**config.mk**
```make
export PLATFORM = sky130hd
export DESIGN_NAME = controller
export DESIGN_NICKNAME = d
export VERILOG_FILES = /design/src/rtl/i3c_ctrl_pkg.sv /design/src/rtl/bus_state_if.sv /design/src/rtl/addr_receiver.sv /design/src/rtl/bus_monitor.sv /design/src/rtl/configuration.sv /design/src/rtl/controller.sv /design/src/rtl/line_filter.sv
export SDC_FILE = /design/constraint.sdc
export NUM_CORES = 1
export LEC_CHECK = 0
export BUFFER_PORTS_ARGS = -buffer_cell sky130_fd_sc_hd__buf_4
export CORE_AREA = 2 2 72 74
export CTS_BUF_LIST = sky130_fd_sc_hd__clkbuf_8
export CTS_CLUSTER_DIAMETER = 150
export DETAILED_ROUTE_END_ITERATION = 8
export DIE_AREA = 0 0 74 76
export GPL_ROUTABILITY_DRIVEN = 0
export PLACE_DENSITY = 0.72
export SLEW_MARGIN = 40
export SYNTH_ARGS = -nofsm -noshare
export SYNTH_HDL_FRONTEND = slang
export SYNTH_SLANG_ARGS = --single-unit
```
**constraint.sdc**
```tcl
create_clock -name clk_i -period 1.9 [get_ports clk_i]
set_clock_uncertainty 0.1 [all_clocks]
set_input_delay 0 -clock clk_i [delete_from_list [all_inputs] [get_ports clk_i]]
set_output_delay 0 -clock clk_i [all_outputs]
set_load 0.02 [all_outputs]
```
**src/rtl/i3c_ctrl_pkg.sv**
```systemverilog
// ~~~~~~~~~~~~~~~~~~~~~~~~~~~~~~~~~~~~~~~~~~~~~~~~~~~~~~~~~~~~
// Shared definitions for the I3C target address controller
// Widths, register map, reset values and configuration struct
// ~~~~~~~~~~~~~~~~~~~~~~~~~~~~~~~~~~~~~~~~~~~~~~~~~~~~~~~~~~~~

package i3c_ctrl_pkg;

  // Line filter length width
  localparam int unsigned FiltCntW = 4;

  // 7-bit device address, RnW is appended on the bus
  localparam int unsigned AddrW = 7;

  // Configuration bus
  localparam int unsigned CfgAddrW = 2;
  localparam int unsigned CfgDataW = 8;

  // Register map
  localparam logic [CfgAddrW-1:0] CfgRegEnable     = 2'd0;
  localparam logic [CfgAddrW-1:0] CfgRegStaticAddr = 2'd1;
  localparam logic [CfgAddrW-1:0] CfgRegFilter     = 2'd2;

  // Values loaded at reset
  localparam logic [FiltCntW-1:0] ResetFiltCycles = 4'd2;
  localparam logic [AddrW-1:0]    ResetStaticAddr = 7'd0;

  // Live configuration, 12 bits
  typedef struct packed {
    logic                enable;
    logic [AddrW-1:0]    static_addr;
    logic [FiltCntW-1:0] filt_cycles;
  } cfg_t;

endpackage

```
**src/rtl/bus_state_if.sv**
```systemverilog
// ~~~~~~~~~~~~~~~~~~~~~~~~~~~~~~~~~~~~~~~~~~~~~~~~~~~~~~~~~~~~
// Bus state interface
// Filtered line levels, SCL edges and bus conditions
// ~~~~~~~~~~~~~~~~~~~~~~~~~~~~~~~~~~~~~~~~~~~~~~~~~~~~~~~~~~~~

`timescale 1ns/10ps

interface bus_state_if;

  // Filtered levels
  logic scl;
  logic sda;

  // One-cycle strobes
  logic scl_rise;
  logic scl_fall;
  logic start;
  logic rstart;
  logic stop;

  modport monitor (output scl, sda, scl_rise, scl_fall, start, rstart, stop);

  modport receiver (input scl, sda, scl_rise, scl_fall, start, rstart, stop);

endinterface

```
**src/rtl/addr_receiver.sv**
```systemverilog
// ~~~~~~~~~~~~~~~~~~~~~~~~~~~~~~~~~~~~~~~~~~~~~~~~~~~~~~~~~~~~
// Target address receiver
// Shifts in the address byte after START or Sr and ACKs a match
// ~~~~~~~~~~~~~~~~~~~~~~~~~~~~~~~~~~~~~~~~~~~~~~~~~~~~~~~~~~~~

`timescale 1ns/10ps

module addr_receiver (
  input  logic                           clk_i,
  input  logic                           rst_n_i,
  bus_state_if.receiver                  bus,
  input  i3c_ctrl_pkg::cfg_t             cfg_i,
  output logic [i3c_ctrl_pkg::AddrW:0]   addr_o,
  output logic                           addr_valid_o,
  output logic                           sda_o
);

  typedef enum logic [1:0] {
    StIdle,
    StShift,
    StAck,
    StData
  } state_e;

  state_e                        state_q;
  logic [2:0]                    bit_cnt_q;
  logic                          valid_q;
  logic                          drive_q;
  logic [i3c_ctrl_pkg::AddrW:0]  shift_q;
  logic [i3c_ctrl_pkg::AddrW:0]  shift_d;
  logic [i3c_ctrl_pkg::AddrW:0]  addr_q;
  logic                          cond;
  logic                          sample;
  logic                          addr_match;

  assign cond       = bus.start || bus.rstart || bus.stop;
  assign sample     = (state_q == StShift) && bus.scl_rise && !cond;
  // MSB first
  assign shift_d    = {shift_q[i3c_ctrl_pkg::AddrW-1:0], bus.sda};
  assign addr_match = cfg_i.enable &&
                      (addr_q[i3c_ctrl_pkg::AddrW:1] == cfg_i.static_addr);

  always_ff @(posedge clk_i or negedge rst_n_i) begin
    if (!rst_n_i) begin
      state_q   <= StIdle;
      bit_cnt_q <= '0;
      valid_q   <= 1'b0;
      drive_q   <= 1'b0;
    end else begin
      valid_q <= 1'b0;
      if (bus.start || bus.rstart) begin
        state_q   <= StShift;
        bit_cnt_q <= '0;
        drive_q   <= 1'b0;
      end else if (bus.stop) begin
        state_q <= StIdle;
        drive_q <= 1'b0;
      end else begin
        case (state_q)
          StShift: begin
            if (bus.scl_rise) begin
              bit_cnt_q <= bit_cnt_q + 1'b1;
              if (bit_cnt_q == 3'd7) begin
                valid_q <= 1'b1;
                state_q <= StAck;
              end
            end
          end
          StAck: begin
            // First fall drives the ACK, second one releases it
            if (bus.scl_fall) begin
              bit_cnt_q <= bit_cnt_q + 1'b1;
              if (bit_cnt_q[0]) begin
                drive_q <= 1'b0;
                state_q <= StData;
              end else begin
                drive_q <= addr_match;
              end
            end
          end
          default: begin
            // Idle or data, wait for the next condition
          end
        endcase
      end
    end
  end

  always_ff @(posedge clk_i) begin
    if (sample) begin
      shift_q <= shift_d;
      if (bit_cnt_q == 3'd7) begin
        addr_q <= shift_d;
      end
    end
  end

  assign addr_o       = addr_q;
  assign addr_valid_o = valid_q;
  assign sda_o        = !drive_q;

endmodule

```
**src/rtl/bus_monitor.sv**
```systemverilog
// ~~~~~~~~~~~~~~~~~~~~~~~~~~~~~~~~~~~~~~~~~~~~~~~~~~~~~~~~~~~~
// Bus state monitor
// Filters SCL and SDA and reports START, Sr and STOP
// ~~~~~~~~~~~~~~~~~~~~~~~~~~~~~~~~~~~~~~~~~~~~~~~~~~~~~~~~~~~~

`timescale 1ns/10ps

module bus_monitor (
  input  logic               clk_i,
  input  logic               rst_n_i,
  input  logic               scl_i,
  input  logic               sda_i,
  input  i3c_ctrl_pkg::cfg_t cfg_i,
  bus_state_if.monitor       bus
);

  logic sda_rise;
  logic sda_fall;
  logic busy_q;
  logic start_q;
  logic rstart_q;
  logic stop_q;

  line_filter u_scl_filter (
    .clk_i         (clk_i),
    .rst_n_i       (rst_n_i),
    .line_i        (scl_i),
    .filt_cycles_i (cfg_i.filt_cycles),
    .level_o       (bus.scl),
    .rise_o        (bus.scl_rise),
    .fall_o        (bus.scl_fall)
  );

  line_filter u_sda_filter (
    .clk_i         (clk_i),
    .rst_n_i       (rst_n_i),
    .line_i        (sda_i),
    .filt_cycles_i (cfg_i.filt_cycles),
    .level_o       (bus.sda),
    .rise_o        (sda_rise),
    .fall_o        (sda_fall)
  );

  // SDA edges with SCL high are conditions, busy tells START from Sr
  always_ff @(posedge clk_i or negedge rst_n_i) begin
    if (!rst_n_i) begin
      busy_q   <= 1'b0;
      start_q  <= 1'b0;
      rstart_q <= 1'b0;
      stop_q   <= 1'b0;
    end else begin
      start_q  <= sda_fall && bus.scl && !busy_q;
      rstart_q <= sda_fall && bus.scl && busy_q;
      stop_q   <= sda_rise && bus.scl;
      if (sda_fall && bus.scl) begin
        busy_q <= 1'b1;
      end else if (sda_rise && bus.scl) begin
        busy_q <= 1'b0;
      end
    end
  end

  assign bus.start  = start_q;
  assign bus.rstart = rstart_q;
  assign bus.stop   = stop_q;

endmodule

```
**src/rtl/configuration.sv**
```systemverilog
// ~~~~~~~~~~~~~~~~~~~~~~~~~~~~~~~~~~~~~~~~~~~~~~~~~~~~~~~~~~~~
// Configuration registers
// Enable, static address and filter length
// ~~~~~~~~~~~~~~~~~~~~~~~~~~~~~~~~~~~~~~~~~~~~~~~~~~~~~~~~~~~~

`timescale 1ns/10ps

module configuration (
  input  logic                              clk_i,
  input  logic                              rst_n_i,
  input  logic                              cfg_we_i,
  input  logic [i3c_ctrl_pkg::CfgAddrW-1:0] cfg_addr_i,
  input  logic [i3c_ctrl_pkg::CfgDataW-1:0] cfg_wdata_i,
  output i3c_ctrl_pkg::cfg_t                cfg_o
);

  logic                              enable_q;
  logic [i3c_ctrl_pkg::AddrW-1:0]    static_addr_q;
  logic [i3c_ctrl_pkg::FiltCntW-1:0] filt_cycles_q;

  always_ff @(posedge clk_i or negedge rst_n_i) begin
    if (!rst_n_i) begin
      enable_q      <= 1'b0;
      static_addr_q <= i3c_ctrl_pkg::ResetStaticAddr;
      filt_cycles_q <= i3c_ctrl_pkg::ResetFiltCycles;
    end else if (cfg_we_i) begin
      // Each register keeps only its low bits
      case (cfg_addr_i)
        i3c_ctrl_pkg::CfgRegEnable: begin
          enable_q <= cfg_wdata_i[0];
        end
        i3c_ctrl_pkg::CfgRegStaticAddr: begin
          static_addr_q <= cfg_wdata_i[i3c_ctrl_pkg::AddrW-1:0];
        end
        i3c_ctrl_pkg::CfgRegFilter: begin
          filt_cycles_q <= cfg_wdata_i[i3c_ctrl_pkg::FiltCntW-1:0];
        end
        default: begin
          // Unmapped, dropped
        end
      endcase
    end
  end

  assign cfg_o.enable      = enable_q;
  assign cfg_o.static_addr = static_addr_q;
  assign cfg_o.filt_cycles = filt_cycles_q;

endmodule

```
**src/rtl/controller.sv**
```systemverilog
// ~~~~~~~~~~~~~~~~~~~~~~~~~~~~~~~~~~~~~~~~~~~~~~~~~~~~~~~~~~~~
// I3C target address controller
// Bus monitor, configuration and address receiver
// ~~~~~~~~~~~~~~~~~~~~~~~~~~~~~~~~~~~~~~~~~~~~~~~~~~~~~~~~~~~~

`timescale 1ns/10ps

module controller (
  input  logic                              clk_i,
  input  logic                              rst_n_i,
  input  logic                              scl_i,
  input  logic                              sda_i,
  input  logic                              cfg_we_i,
  input  logic [i3c_ctrl_pkg::CfgAddrW-1:0] cfg_addr_i,
  input  logic [i3c_ctrl_pkg::CfgDataW-1:0] cfg_wdata_i,
  output logic                              sda_o,
  output logic                              bus_start_o,
  output logic                              bus_rstart_o,
  output logic                              bus_stop_o,
  output logic [i3c_ctrl_pkg::AddrW:0]      bus_addr_o,
  output logic                              bus_addr_valid_o
);

  i3c_ctrl_pkg::cfg_t cfg;
  bus_state_if        bus_if ();

  configuration u_configuration (
    .clk_i       (clk_i),
    .rst_n_i     (rst_n_i),
    .cfg_we_i    (cfg_we_i),
    .cfg_addr_i  (cfg_addr_i),
    .cfg_wdata_i (cfg_wdata_i),
    .cfg_o       (cfg)
  );

  bus_monitor u_bus_monitor (
    .clk_i   (clk_i),
    .rst_n_i (rst_n_i),
    .scl_i   (scl_i),
    .sda_i   (sda_i),
    .cfg_i   (cfg),
    .bus     (bus_if.monitor)
  );

  addr_receiver u_addr_receiver (
    .clk_i        (clk_i),
    .rst_n_i      (rst_n_i),
    .bus          (bus_if.receiver),
    .cfg_i        (cfg),
    .addr_o       (bus_addr_o),
    .addr_valid_o (bus_addr_valid_o),
    .sda_o        (sda_o)
  );

  // Bus conditions straight from the monitor
  assign bus_start_o  = bus_if.start;
  assign bus_rstart_o = bus_if.rstart;
  assign bus_stop_o   = bus_if.stop;

endmodule

```
**src/rtl/line_filter.sv**
```systemverilog
// ~~~~~~~~~~~~~~~~~~~~~~~~~~~~~~~~~~~~~~~~~~~~~~~~~~~~~~~~~~~~
// Glitch filter for one bus line
// A new level is taken once it has held for the set length
// ~~~~~~~~~~~~~~~~~~~~~~~~~~~~~~~~~~~~~~~~~~~~~~~~~~~~~~~~~~~~

`timescale 1ns/10ps

module line_filter (
  input  logic                              clk_i,
  input  logic                              rst_n_i,
  input  logic                              line_i,
  input  logic [i3c_ctrl_pkg::FiltCntW-1:0] filt_cycles_i,
  output logic                              level_o,
  output logic                              rise_o,
  output logic                              fall_o
);

  // One bit wider so the count can pass the largest length
  logic [i3c_ctrl_pkg::FiltCntW:0] cnt_q;
  logic                            level_q;
  logic                            rise_q;
  logic                            fall_q;

  always_ff @(posedge clk_i or negedge rst_n_i) begin
    if (!rst_n_i) begin
      cnt_q   <= '0;
      level_q <= 1'b1;
      rise_q  <= 1'b0;
      fall_q  <= 1'b0;
    end else begin
      rise_q <= 1'b0;
      fall_q <= 1'b0;
      if (line_i == level_q) begin
        cnt_q <= '0;
      end else if (cnt_q > {1'b0, filt_cycles_i}) begin
        // Stable long enough
        level_q <= line_i;
        cnt_q   <= '0;
        rise_q  <= line_i;
        fall_q  <= !line_i;
      end else begin
        cnt_q <= cnt_q + 1'b1;
      end
    end
  end

  assign level_o = level_q;
  assign rise_o  = rise_q;
  assign fall_o  = fall_q;

endmodule
```
==> impl_metrics.ini <==
[layout]
insertedDiodeCount = 0
final_area_um2 = 2980
layout.nets = 252
drive_above_1_share = 0.321
layout_commonest_cell = dfrtp_1
area_growth_pct = 25.4
layout_common_cells = 36 x dfrtp_1, 28 x buf_4, 15 x edfxtp_1

[synth]
synth_largest_area_cell = dfrtp_1
syn_avg_cell_area_um2 = 13.6
postSynthCellCount = 175
distinct_cell_type_count_after_synthesis = 32
synth-warning-count = 0
post_synthesis_sequential_area_ratio = 0.602
synth.net_count = 204
synth.area.top_cells = dfrtp_1 38%, edfxtp_1 19%, ha_1 7.4%
netlist_area_um2 = 2380
post_synthesis_sequential_element_count = 54
synth_top_area_share = 0.379

[worst_setup_path]
r2r-end = u_bus_monitor.u_scl_filter.cnt_q[4]
crit_required_ns = 2.02
reg2reg_from = u_configuration.filt_cycles_q[1]
rrSetupSlack_ns = 0.10
endpoint_kind = flip-flop
reg2reg_depth = 7
criticalPathCategory = flip-flop to flip-flop
cp-start-kind = flip-flop
critical_path.startpoint = u_configuration.filt_cycles_q[1]
path_max_fanout = 5
cp.arrival_ns = 1.92

[die]
chipWidth_um = 74
die_height_um = 76
design.die.area_um2 = 5620
boundaryPins = 28
core.rowCount = 26
core-area_um2 = 4910
start_util = 0.484

[clocking]
cts.clk_slew.worst_paths_ns = 0.10
cts_tree = done
tritoncts_buffer_count = 5
clock-sinks = 54
root_buffer = clkbuf_8
htree_levels = 2
clock_insertion_delay_worst_skew_ns = 0.30
clockBufferDepth = 2

[global_routing]
global_route_wire_length_before_repair_mm = 7.29
via_count_of_the_first_global_routing_pass = 1543
antenna_violations_before_repair = 0
gr-total-overflow = 0
gr-usage-all-layers = 0.169
grt_start_max_net_pins = 40

[power_and_ir_drop]
powerDensity_nw_per_um2 = 1100
max-vdd-ir-drop_v = 0.000787
total_leakage_power_nw = 1.31

[sta]
drv_slew = 0
timing.final.hold_violations = 0
layout_worst_path_cycle_share = 0.945
timing.slew.headroom = 0.529
hold_ws_ns = 0.0865
fmax_ghz = 0.557
final_period_minus_worst_setup_slack_ns = 1.80
finalSetupTns_ns = 0
worst-slew-pin-transition_ns = 0.701
setup_violations = 0

[route]
first_iter_violations = 65
drt_drc_violations_left = 0
drt-wirelength-per-cell_um = 14.3
drt.antenna.violating_nets = 0
drt-pass1-iter-count = 4
avgViaCountPerCell = 4.99
routed-via-count = 1467
drt-total-wl_mm = 4.20

[place]
placement.cell_area_um2 = 2680
hpwl_mm = 2.94
number_of_buffers_added_on_ports = 26

[outcome]
run_status = completed

[min_path]
holdCritPathClass = input pin to asynchronous set/reset pin

[flow_run]
timing.max_cap.violations = 0
[cell usage after synthesis (all sizes together)]
| cell type | instances |
|---|---|
| a21boi | 1 |
| a2bb2oi | 2 |
| nor2 | 10 |
| mux2 | 14 |
| nor4b | 1 |
| and2 | 3 |
| and3b | 4 |
| mux2i | 2 |
| a21oi | 1 |
| xnor2 | 6 |
| dfstp | 3 |
| a211oi | 1 |
| o21ai | 4 |
| nor2b | 2 |
| dfrtp | 36 |
| ha | 14 |
| or3 | 1 |
| nor3b | 3 |
| nor4 | 1 |
| edfxtp | 15 |
| xor2 | 10 |
| o221ai | 1 |
| nor3 | 13 |
| nand2 | 6 |
| nand4 | 1 |
| a41oi | 3 |
| inv | 11 |
| nand3 | 4 |
| nand3b | 2 |
[kinds of logic (layout without fill, tap and decap cells)]
family | Yosys count | count (layout) | synth area share
buffers and inverters | 11 | 60 | 0.0174
muxes | 16 | 16 | 0.0779
adders and majority gates | 14 | 14 | 0.0737
and+or+nand+nor | 51 | 51 | 0.117
xor gates and xnor gates | 16 | 16 | 0.0589
DFF | 54 | 54 | 0.602
AOI/OAI and AO/OA | 13 | 13 | 0.0532
[report_power, final]
part,internal (mW),switching (mW)
Combinational,0.479,0.457
Clock,0.399,0.374
Sequential,1.41,0.170
Total,2.29,1.00
[cell type report]
| cell class | count | area, µm² |
|---|---|---|
| repair buffers | 41 | 342 |
| clock inverters | 3 | 47.5 |
| flip-flops and latches | 54 | 1430 |
| well taps | 70 | 87.6 |
| fillers | 383 | 1930 |
| multi-input cells | 110 | 965 |
| inverters | 11 | 41.3 |
| clock buffers | 5 | 68.8 |
[stage by stage]
stage | std cells | utilization | total power [mW] | setup WS (ns)
detailed placement | 273 | 0.545 | 2.42 | -0.0141
CTS | 294 | 0.595 | 3.24 | 0.0250
global route | 294 | 0.607 | 3.53 | -0.00121
global placement | 273 | 0.545 | 2.39 | -0.00140
floorplan | 175 | - | 2.20 | 0.0251
finish | 294 | 0.607 | 3.29 | 0.105
[critical path, stage by stage, from the launching register on]
cell	delay, ns
dfstp_2	0.54
inv_2	0.05
ha_1	0.31
nor2b_1	0.14
o21ai_1	0.14
a2bb2oi_2	0.10
buf_4	0.17
nor3_1	0.17
[state kept, by name, indices dropped and copies added (netlist names), 2 cells and up]
register,count
u_addr_receiver.addr_o,8
u_addr_receiver.shift_q,7
u_configuration.static_addr_q,7
u_bus_monitor.u_scl_filter.cnt_q,5
u_bus_monitor.u_sda_filter.cnt_q,5
u_configuration.filt_cycles_q,4
u_addr_receiver.bit_cnt_q,3
u_addr_receiver.state_q,2
[worst max path at each step]
stage / end
after floorplan: u_addr_receiver.addr_o[0]
after global placement: u_bus_monitor.u_sda_filter.level_o
after global routing: u_bus_monitor.u_scl_filter.cnt_q[4]
after detailed placement: u_bus_monitor.u_sda_filter.level_o
after CTS: u_bus_monitor.u_sda_filter.cnt_q[2]
final: u_bus_monitor.u_scl_filter.cnt_q[4]
[per-layer routing]
metal  vias up  part of all wire  track usage
met5         -                 0            0
met2        25              0.49        0.246
met1       714              0.46        0.246
li1        720                 -            -
met3         8             0.034       0.0331
met4         0             0.019       0.0727
[repair_timing]
| item | 4_1_cts | 5_1_grt |
|---|---|---|
| setup buffers | 1 | 0 |
| hold endpoints to repair | 59 | 0 |
| hold buffers | 12 | 0 |
| endpoints found under the setup margin | 1 | 11 |
| pin swaps | 1 | 3 |
| gates resized for setup | 1 | 12 |
(Power assumes the default switching activity.)
